===== src/design/rob_defs.svh =====
`ifndef ROB_DEFS_SVH
`define ROB_DEFS_SVH

// buffer geometry
`define ROB_DEPTH    16
`define ROB_IDX_W    4

// entries written per allocation group
`define ALLOC_WIDTH  4

// most entries retired in one cycle
`define COMMIT_WIDTH 4

// physical register number width
`define PREG_W       6

// occupancy count, wide enough to hold ROB_DEPTH itself
`define CNT_W        5

`endif


===== src/design/rob_pkg.sv =====
`default_nettype none

`include "rob_defs.svh"

package rob_pkg;

    typedef logic [`ROB_IDX_W-1:0] rob_idx_t;

    typedef logic [`PREG_W-1:0] preg_t;

    // one buffer entry, 9 bits
    typedef struct packed {
        logic  valid;
        logic  done;
        logic  reg_wrt;
        preg_t free_preg;
    } rob_entry_t;

    // one bit per slot of an allocation group
    typedef logic [`ALLOC_WIDTH-1:0] slot_mask_t;

    // slot 0 in the low bits
    typedef preg_t [`ALLOC_WIDTH-1:0] preg_group_t;

endpackage

`default_nettype wire


===== src/design/rob_alloc.sv =====
`timescale 1ns/1ps
`default_nettype none

`include "rob_defs.svh"

module rob_alloc (
    input  logic              clk,
    input  logic              rst_n,
    input  logic              alloc_vld,
    input  logic [2:0]        retire_cnt,
    output logic              wr_en,
    output rob_pkg::rob_idx_t tail,
    output logic              full,
    output logic              empty
);

    // entries currently in use
    logic [`CNT_W-1:0] count;

    // a group needs four free entries
    assign full  = (count > `CNT_W'(`ROB_DEPTH - `ALLOC_WIDTH));
    assign empty = (count == '0);

    // accept only while there is room
    assign wr_en = alloc_vld & ~full;

    // tail wraps on its own since depth is a power of two
    always_ff @(posedge clk or negedge rst_n) begin
        if (!rst_n) begin
            tail <= '0;
        end else if (wr_en) begin
            tail <= tail + rob_pkg::rob_idx_t'(`ALLOC_WIDTH);
        end
    end

    // occupancy tracks both sides in the same edge
    always_ff @(posedge clk or negedge rst_n) begin
        if (!rst_n) begin
            count <= '0;
        end else if (wr_en) begin
            count <= count + `CNT_W'(`ALLOC_WIDTH) - `CNT_W'(retire_cnt);
        end else begin
            count <= count - `CNT_W'(retire_cnt);
        end
    end

endmodule

`default_nettype wire


===== src/design/rob_entry_table.sv =====
`timescale 1ns/1ps
`default_nettype none

`include "rob_defs.svh"

module rob_entry_table (
    input  logic                 clk,
    input  logic                 rst_n,
    input  logic                 wr_en,
    input  rob_pkg::rob_idx_t    tail,
    input  rob_pkg::slot_mask_t  alloc_slots,
    input  rob_pkg::slot_mask_t  alloc_reg_wrt,
    input  rob_pkg::preg_group_t alloc_free_preg,
    input  logic                 wb0_vld,
    input  logic                 wb1_vld,
    input  rob_pkg::rob_idx_t    wb0_idx,
    input  rob_pkg::rob_idx_t    wb1_idx,
    input  rob_pkg::rob_idx_t    head,
    input  logic [2:0]           retire_cnt,
    output rob_pkg::rob_entry_t  head_window [`COMMIT_WIDTH]
);

    // control bits
    logic [`ROB_DEPTH-1:0] vld_q;
    logic [`ROB_DEPTH-1:0] done_q;

    // payload
    logic [`ROB_DEPTH-1:0] reg_wrt_q;
    rob_pkg::preg_t        free_preg_q [`ROB_DEPTH];

    // wrapped slot positions from tail and from head
    rob_pkg::rob_idx_t alloc_idx [`ALLOC_WIDTH];
    rob_pkg::rob_idx_t win_idx   [`COMMIT_WIDTH];

    always_comb begin
        for (int i = 0; i < `ALLOC_WIDTH; i++) begin
            alloc_idx[i] = tail + rob_pkg::rob_idx_t'(i);
        end
        for (int i = 0; i < `COMMIT_WIDTH; i++) begin
            win_idx[i] = head + rob_pkg::rob_idx_t'(i);
        end
    end

    // later writes win: allocation over retire clear over writeback
    always_ff @(posedge clk or negedge rst_n) begin
        if (!rst_n) begin
            vld_q  <= '0;
            done_q <= '0;
        end else begin
            if (wb0_vld) begin
                done_q[wb0_idx] <= 1'b1;
            end
            if (wb1_vld) begin
                done_q[wb1_idx] <= 1'b1;
            end
            for (int i = 0; i < `COMMIT_WIDTH; i++) begin
                if (3'(i) < retire_cnt) begin
                    vld_q[win_idx[i]]  <= 1'b0;
                    done_q[win_idx[i]] <= 1'b0;
                end
            end
            if (wr_en) begin
                for (int i = 0; i < `ALLOC_WIDTH; i++) begin
                    vld_q[alloc_idx[i]]  <= 1'b1;
                    // empty slots are complete on arrival
                    done_q[alloc_idx[i]] <= ~alloc_slots[i];
                end
            end
        end
    end

    // an empty slot never frees a register
    always_ff @(posedge clk) begin
        if (wr_en) begin
            for (int i = 0; i < `ALLOC_WIDTH; i++) begin
                reg_wrt_q[alloc_idx[i]]   <= alloc_reg_wrt[i] & alloc_slots[i];
                free_preg_q[alloc_idx[i]] <= alloc_free_preg[i];
            end
        end
    end

    // four oldest entries for the commit scan
    always_comb begin
        for (int i = 0; i < `COMMIT_WIDTH; i++) begin
            head_window[i].valid     = vld_q[win_idx[i]];
            head_window[i].done      = done_q[win_idx[i]];
            head_window[i].reg_wrt   = reg_wrt_q[win_idx[i]];
            head_window[i].free_preg = free_preg_q[win_idx[i]];
        end
    end

endmodule

`default_nettype wire


===== src/design/rob_commit.sv =====
`timescale 1ns/1ps
`default_nettype none

`include "rob_defs.svh"

module rob_commit (
    input  logic                 clk,
    input  logic                 rst_n,
    input  rob_pkg::rob_entry_t  head_window [`COMMIT_WIDTH],
    output rob_pkg::rob_idx_t    head,
    output logic [2:0]           retire_cnt,
    output logic [2:0]           free_cnt,
    output rob_pkg::preg_group_t free_pregs
);

    // done run starting at head, one bit per window slot
    logic [`COMMIT_WIDTH-1:0] run;

    always_comb begin
        run[0] = head_window[0].valid & head_window[0].done;
        for (int i = 1; i < `COMMIT_WIDTH; i++) begin
            run[i] = run[i-1] & head_window[i].valid & head_window[i].done;
        end
    end

    // run is a prefix, so its popcount is the retire count
    always_comb begin
        retire_cnt = '0;
        for (int i = 0; i < `COMMIT_WIDTH; i++) begin
            retire_cnt = retire_cnt + 3'(run[i]);
        end
    end

    // pack freed registers oldest first
    always_comb begin
        free_cnt   = '0;
        free_pregs = '0;
        for (int i = 0; i < `COMMIT_WIDTH; i++) begin
            if (run[i] && head_window[i].reg_wrt) begin
                free_pregs[free_cnt[1:0]] = head_window[i].free_preg;
                free_cnt = free_cnt + 3'd1;
            end
        end
    end

    // unused slots stay zero from the default above

    always_ff @(posedge clk or negedge rst_n) begin
        if (!rst_n) begin
            head <= '0;
        end else begin
            // wraps with the index width
            head <= head + rob_pkg::rob_idx_t'(retire_cnt);
        end
    end

endmodule

`default_nettype wire


===== src/design/rob_top.sv =====
`timescale 1ns/1ps
`default_nettype none

`include "rob_defs.svh"

module rob_top (
    input  logic                 clk,
    input  logic                 rst_n,
    input  logic                 alloc_vld,
    input  rob_pkg::slot_mask_t  alloc_slots,
    input  rob_pkg::slot_mask_t  alloc_reg_wrt,
    input  rob_pkg::preg_group_t alloc_free_preg,
    input  logic                 wb0_vld,
    input  logic                 wb1_vld,
    input  rob_pkg::rob_idx_t    wb0_idx,
    input  rob_pkg::rob_idx_t    wb1_idx,
    output rob_pkg::rob_idx_t    next_idx,
    output logic                 full,
    output logic                 empty,
    output logic [2:0]           free_cnt,
    output rob_pkg::preg_group_t free_pregs
);

    logic                wr_en;
    rob_pkg::rob_idx_t   head;
    logic [2:0]          retire_cnt;
    rob_pkg::rob_entry_t head_window [`COMMIT_WIDTH];

    // tail doubles as the index handed to the next group
    rob_alloc i_alloc (
        .clk        (clk),
        .rst_n      (rst_n),
        .alloc_vld  (alloc_vld),
        .retire_cnt (retire_cnt),
        .wr_en      (wr_en),
        .tail       (next_idx),
        .full       (full),
        .empty      (empty)
    );

    rob_entry_table i_table (
        .clk             (clk),
        .rst_n           (rst_n),
        .wr_en           (wr_en),
        .tail            (next_idx),
        .alloc_slots     (alloc_slots),
        .alloc_reg_wrt   (alloc_reg_wrt),
        .alloc_free_preg (alloc_free_preg),
        .wb0_vld         (wb0_vld),
        .wb1_vld         (wb1_vld),
        .wb0_idx         (wb0_idx),
        .wb1_idx         (wb1_idx),
        .head            (head),
        .retire_cnt      (retire_cnt),
        .head_window     (head_window)
    );

    rob_commit i_commit (
        .clk         (clk),
        .rst_n       (rst_n),
        .head_window (head_window),
        .head        (head),
        .retire_cnt  (retire_cnt),
        .free_cnt    (free_cnt),
        .free_pregs  (free_pregs)
    );

endmodule

`default_nettype wire


===== config.mk =====
export PLATFORM = sky130hd
export DESIGN_NAME = rob_top
export DESIGN_NICKNAME = d
export VERILOG_FILES = /design/src/design/rob_pkg.sv /design/src/design/rob_alloc.sv /design/src/design/rob_entry_table.sv /design/src/design/rob_commit.sv /design/src/design/rob_top.sv
export VERILOG_INCLUDE_DIRS = /design/src /design/src/design
export SDC_FILE = /design/constraint.sdc
export NUM_CORES = 1
export LEC_CHECK = 0
export BUFFER_PORTS_ARGS = -buffer_cell sky130_fd_sc_hd__buf_2
export CAP_MARGIN = 20
export CORE_ASPECT_RATIO = 0.75
export CORE_MARGIN = 2
export CORE_UTILIZATION = 50
export CTS_CLUSTER_SIZE = 20
export DETAILED_ROUTE_END_ITERATION = 10
export MAX_ROUTING_LAYER = met4
export PLACE_DENSITY = 0.68
export SYNTH_ARGS = -nofsm -noshare
export SYNTH_HDL_FRONTEND = slang
export SYNTH_SLANG_ARGS = --single-unit

===== constraint.sdc =====
create_clock -name clk -period 15.6 [get_ports clk]
set_input_delay 2.34 -clock clk [delete_from_list [all_inputs] [get_ports clk]]
set_output_delay 2.34 -clock clk [all_outputs]
set_load 0.005 [all_outputs]

==> results.md, run 1 <==
- Status: finished clean
- Max frequency: 0.121 GHz
- CTS hold repair buffers: 0
- Number of synthesized flops with an enable pin: 112
- Count leader, synth: mux4_2
- Hold Fails Final Rpt: 0
- CP peak stage delay: 560 ps
- TritonCTS clock tree: built
- Yosys reg bits: 155
- Mux cell area share after synthesis: 0.276
- Hold Path Class: flip-flop to flip-flop
- Pin count of the biggest net entering global routing: 72
- Final Skew: 11.2 ps
- Die Width: 181 um
- CTS root buffer: clkbuf_16
- Fill count: 1,851
- Total track usage: 0.277
- Synth area leader: edfxtp_1
- Synth warnings: 0
- First-pass DRT Iterations: 5
- RSZ-0062 raised after global routing: false
- CORE AREA: 23,100 um^2
- I/O pin count: 78
- Synthesized area: 11,800 um^2
- Layout area overhead: 9.34%
- Maximum fanout along the worst path: 46
- WP data required: 13,260 ps
- Cell count after synthesis: 961
- Share of layout cells above drive strength 1: 0.275
- Initial antenna violation count: 1
- Initial Util: 0.510
- Post-Synth Adder-Cell Area: 0.0468
- Yosys top cell area share: 0.286
- Routed WL: 32,400 um
- Compound-gate portion of the synthesized area: 0.110
- CP max stage cell: clkinv_1
- CTS buffer count: 17
- Remaining global-route overflow: 0
- Setup TNS Final: 0 ps
- Port bufs: 75
- Clock-pin slew on the worst setup and hold paths: 80 ps
- Row Count: 48
- Critical Path AT: 5940 ps
- First DRT Iteration DRCs: 1,264
- Die Span Y: 137 um
- Critical path class: flip-flop to primary output
- Largest family of logic cells by synthesized area: multiplexers
- Post-DP HPWL: 23,600 um
- Setup crit start kind: flip-flop
- Fraction of registers with async set or reset after synthesis: 0.277
- CTS max path bufs: 2
- Slew @ Worst Pin: 1090 ps
- Critical Path End Type: primary output
- Max-slew violations: 0
- Hold_ws: 548 ps
- Max Cap Viol: 0
- Post-DRT Antenna Nets: 0
- Synth top area cells: edfxtp_1 (29%), mux4_2 (23%), dfrtp_1 (9.1%)
- Register area share after synthesis: 0.377
- Worst reg-to-reg setup slack: 9560 ps
- Synth cell types: 80
- Post-Synth XOR/XNOR Area: 0.0147
- Post-CTS sizing: 0
- Via count of the routed design: 8,970
- Vias in the first global route: 8,410
- Commonest cells in the netlist: mux4_2 (118), edfxtp_1 (112), nand2_1 (109)
- Gp weighted congestion: 0.936
- Clock latency on the worst-skew pair: 440 ps
- Via/cell ratio: 6.79
- Post-Synth Simple-Gate Area: 0.119
- Final setup violation count: 0
- Global-route wire length before repair: 50,200 um
- Clock Sinks: 155
- Average wire per standard cell: 24.5 um
- Die Area: 24,800 um^2
- Post-layout minimum cycle time: 8280 ps
- Post-synth top flop: edfxtp_1
- Post-route DRC: 0
- H-tree depth: 4
- Setup Buffers After CTS: 0
- Critical-path cell list: inv_1 > ha_2 > buf_4 > clkinv_1 > o21ai_0 > o22ai_1 > or3_1 > nor3_2 > inv_1 > ha_1 > nand2_1 > or4_1 > o21ai_2 > ha_1 > and3_1 > o2bb2ai_1 > o21ai_1 > buf_2
- Tcrit/Tclk final: 0.530
- Syn Area/Cell: 12.2 um^2
- Layout Nets: 1,093
- Slew HR: 0.269
-- cells in the final DEF, fill, tap and decap left out, types with 5 or more instances in the layout --
cell type	netlist	final
fa_1	5	5
o2bb2ai_1	6	6
ha_1	36	35
o21ai_1	9	9
o221ai_1	7	7
clkbuf_16	0	17
o32ai_1	6	6
buf_4	8	16
nand3b_1	5	5
edfxtp_1	112	112
dfrtp_1	43	41
and2_1	9	9
o22ai_1	38	38
xor2_1	7	7
a31oi_1	11	11
xnor2_1	9	8
mux4_2	118	118
nand4b_1	7	7
mux2i_1	35	35
and3_1	20	20
nand3_1	31	31
buf_2	23	75
a32oi_1	9	9
inv_8	0	7
nor2_1	18	18
a21oi_1	14	14
o21ai_0	45	45
nand2b_1	15	15
mux2_2	11	11
inv_1	53	53
o211ai_1	9	9
a211oi_1	7	7
and4_1	6	6
nand2_1	109	109
nor3_1	13	13
-- sequential cells by signal, indices dropped and copies added, names as in the netlist --
name,cells
i_alloc.count,5
i_alloc.tail,2
i_commit.head,4
i_table.done_q,16
i_table.free_preg_q,96
i_table.reg_wrt_q,16
i_table.vld_q,16
-- area by class of cell --
type	instances	area [um^2]	share of cell area
Multi-Input combinational cell	684	6680	0.519
Sequential cell	155	4440	0.346
Timing Repair Buffer	93	551	0.0428
Clock buffer	17	425	0.0331
Tap cell	300	375	0.0292
Inverter	56	213	0.0165
Clock inverter	15	174	0.0135
Antenna cell	1	2.50	0.000195
-- cell families (layout without fill, tap and decap cells) --
| family | Yosys count | count (layout) |
|---|---|---|
| AOI/OAI and AO/OA | 191 | 191 |
| buffers and inverters | 123 | 181 |
| muxes | 169 | 169 |
| other | 1 | 3 |
| adders and majority gates | 41 | 41 |
| xor gates and xnor gates | 18 | 18 |
| and+or+nand+nor | 263 | 263 |
| DFF | 155 | 155 |
-- metal layers --
metal,share of wire,track usage
met5,0,-
met4,0.015,0.0678
met3,0.14,0.108
met2,0.42,0.373
met1,0.43,0.391
-- per-stage QoR --
stage / worst slack (ps) / utilization / instance area, um^2 / std cells
after floorplan: 9080 / - / 11800 / 962
after global placement: 8020 / 0.529 / 12200 / 1285
after detailed placement: 7900 / 0.529 / 12200 / 1286
after CTS: 7400 / 0.555 / 12800 / 1318
after global routing: 7020 / 0.558 / 12900 / 1321
final: 7320 / 0.558 / 12900 / 1321
-- final timing paths --
path | cells past startpoint | from | endpoint
min in group asynchronous | 2 | rst_n | i_alloc.tail[3]$_DFFE_PN0P_
max in group asynchronous | 2 | rst_n | i_commit.head[0]$_DFF_PN0_
setup reg to reg | 19 | i_commit.head[1]$_DFF_PN0_ | i_table.done_q[11]$_DFF_PN0_
hold reg to reg | 2 | i_table.vld_q[11]$_DFF_PN0_ | i_table.vld_q[11]$_DFF_PN0_
hold / removal | 2 | i_table.vld_q[11]$_DFF_PN0_ | i_table.vld_q[11]$_DFF_PN0_
setup / recovery | 18 | i_commit.head[1]$_DFF_PN0_ | free_pregs[4]
-- critical path, delay by kind of cell (launching register included) --
family / cells / cell delay (ps)
DFF: 1 / 420
adders and majority gates: 3 / 680
buffers and inverters: 5 / 1840
and+or+nand+nor: 5 / 1570
AOI/OAI and AO/OA: 5 / 930
Power of run 1 is not shown: default switching activity piles up to over one toggle a cycle in this logic, so the estimate is an artifact.
==> inputs of run 2 (changes only) <==
PLACE_DENSITY = 0.7   (was 0.68)
clock period = 6.8 ns   (was 15.6 ns; I/O delays follow)
==> results.md, run 2 (synthesis gave the netlist of run 1 again) <==
- Setup Buffers After CTS: 0 (unchanged)
- Worst reg-to-reg path cell count: 19 (unchanged)
- CTS max path bufs: 2 (unchanged)
- Critical Path End Type: primary output
- Share of layout cells above drive strength 1: 0.282 (+0.00619)
- Commonest non-fill, non-tap cell in the layout: mux4_2
- H-tree depth: 4 (unchanged)
- Multi-input gate area: 6680 um^2 (+0.11%)
- Clock latency on the worst-skew pair: 440 ps (about the same)
- Final setup violation count: 0 (unchanged)
- RR Startpoint: i_commit.head[2]$_DFF_PN0_
- Top sig layer: met4
- Clock-pin slew on the worst setup and hold paths: 70 ps (about the same)
- Largest register FFs: 96 (unchanged)
- CTS buffer count: 17 (unchanged)
- Die Span Y: 137 um (unchanged)
- Gp weighted congestion: 1.00 (+6.9%)
- Row Count: 48 (unchanged)
- Maximum fanout along the worst path: 26 (-43%)
- Status: finished clean
- Register Area: 4440 um^2 (unchanged)
- Global-route wire length before repair: 51,100 um (+1.7%)
- Hold Path Class: primary input to asynchronous set/reset pin
- Routed WL: 33,000 um (+1.9%)
- Initial antenna violation count: 2 (+1)
- Remaining global-route overflow: 0 (unchanged)
- WL met2: 13,500 um (-0.88%)
- Post-route DRC: 0 (unchanged)
- Most frequent cells in the layout: mux4_2 (118), edfxtp_1 (112), nand2_1 (109)
- Port bufs: 75 (unchanged)
- Vias in the first global route: 8,516 (+1.3%)
- First-pass DRT Iterations: 8 (+3)
- Post-DRT Antenna Nets: 0 (unchanged)
- First DRT Iteration DRCs: 1,549 (+23%)
- Hold Fails Final Rpt: 0 (unchanged)
- Slew @ Worst Pin: 901 ps (-190 ps)
- Setup crit start kind: flip-flop
- Die Area: 24,800 um^2 (unchanged)
- Critical path class: flip-flop to primary output
- Max Cap Viol: 0 (unchanged)
- TritonCTS clock tree: built
- Critical Path AT: 5430 ps (-510 ps)
- Wire length on met1: 14,300 um (+4.0%)
- WP data required: 5780 ps (-7480 ps)
- Setup TNS Final: 0 ps (unchanged)
- Layout area overhead: 9.52%
- Max-slew violations: 0 (unchanged)
- Via count of the routed design: 9,154 (+2.1%)
- CORE AREA: 23,100 um^2 (unchanged)
- Pin count of the biggest net entering global routing: 68 (-5.6%)
- Final Skew: 11.0 ps (-0.184 ps)
- Slew HR: 0.397 (+0.128)
- I/O pin count: 78 (unchanged)
- Post-DP HPWL: 24,200 um (+2.4%)
- Layout Nets: 1,099 (+0.55%)
- Max frequency: 0.155 GHz
- CTS root buffer: clkbuf_16
- Post-layout util: 0.559 (+0.000922)
- Via/cell ratio: 6.89 (+1.5%)
- Worst r2r dst: i_table.done_q[11]$_DFF_PN0_
- RSZ-0062 raised after global routing: false
- Clock Sinks: 155 (unchanged)
- Worst reg-to-reg setup slack: 1100 ps (-8460 ps)
- Post-layout minimum cycle time: 6450 ps
- Total track usage: 0.283 (+0.00590)
- Initial Util: 0.510 (unchanged)
- Tcrit/Tclk final: 0.949
- Met3 WL: 4540 um (+0.96%)
- Fill count: 1,923 (+3.9%)
- Die Width: 181 um (unchanged)
- Average wire per standard cell: 24.8 um (+1.3%)
==> run 2: repair_timing <==
| item | in CTS | in global routing |
|---|---|---|
| endpoints found under the hold margin | 0 | 0 |
| endpoints found under the setup margin | 0 | 7 |
| resized for setup | 0 | 1 |
| hold buffers | 0 | 0 |
==> run 2: critical path: stages (launching register included) <==
cell and delay (ps):
dfrtp_4 690, ha_1 450, xor2_1 520, buf_4 280, mux4_2 210, o22ai_1 80
or3_1 480, nor3_2 440, inv_1 90, ha_1 190, nand2_1 80, or4_1 290
o21ai_2 140, ha_1 220, and3_1 280, o2bb2ai_1 180, o21ai_1 190, buf_2 150
==> run 2: metal layers <==
metal  up-vias  global-route usage
met2       669               0.372
met1      4501               0.416
met5         -                   -
met3        59              0.0931
li1       3925                   -
met4         0              0.0763
==> run 2: layout make-up <==
| class | count | share of cell area |
|---|---|---|
| Antenna cell | 2 | 0.000389 |
| Inverter | 56 | 0.0165 |
| Clock inverter | 15 | 0.0127 |
| Tap cell | 300 | 0.0291 |
| Clock buffer | 17 | 0.0330 |
| Multi-Input combinational cell | 684 | 0.519 |
| Timing Repair Buffer | 99 | 0.0444 |
| Sequential cell | 155 | 0.345 |
==> run 2: through the flow <==
| stage | hold WS [ps] | cells | setup WS [ps] | cell area (um^2) |
|---|---|---|---|---|
| floorplan | 461 | 962 | 1600 | 11800 |
| global placement | 501 | 1293 | 1000 | 12300 |
| detailed placement | 510 | 1293 | 840 | 12300 |
| CTS | 530 | 1325 | 350 | 12900 |
| global route | 370 | 1328 | 73.3 | 12900 |
| finish | 372 | 1328 | 347 | 12900 |
==> run 2: how the worst max path moves through the flow <==
| stage | slack, ps | to | start | depth (start not counted) |
|---|---|---|---|---|
| final | 350 | free_pregs[4] | i_commit.head[0]$_DFF_PN0_ | 17 |
| after global routing | 70 | free_pregs[4] | i_commit.head[0]$_DFF_PN0_ | 17 |
| after CTS | 350 | free_pregs[4] | i_commit.head[0]$_DFF_PN0_ | 16 |
| after detailed placement | 840 | free_pregs[4] | i_commit.head[0]$_DFF_PN0_ | 16 |
| after global placement | 1000 | free_pregs[4] | i_commit.head[0]$_DFF_PN0_ | 16 |
| after floorplan | 1600 | free_pregs[2] | i_commit.head[1]$_DFF_PN0_ | 18 |
Power of run 2 is left out for the same reason.
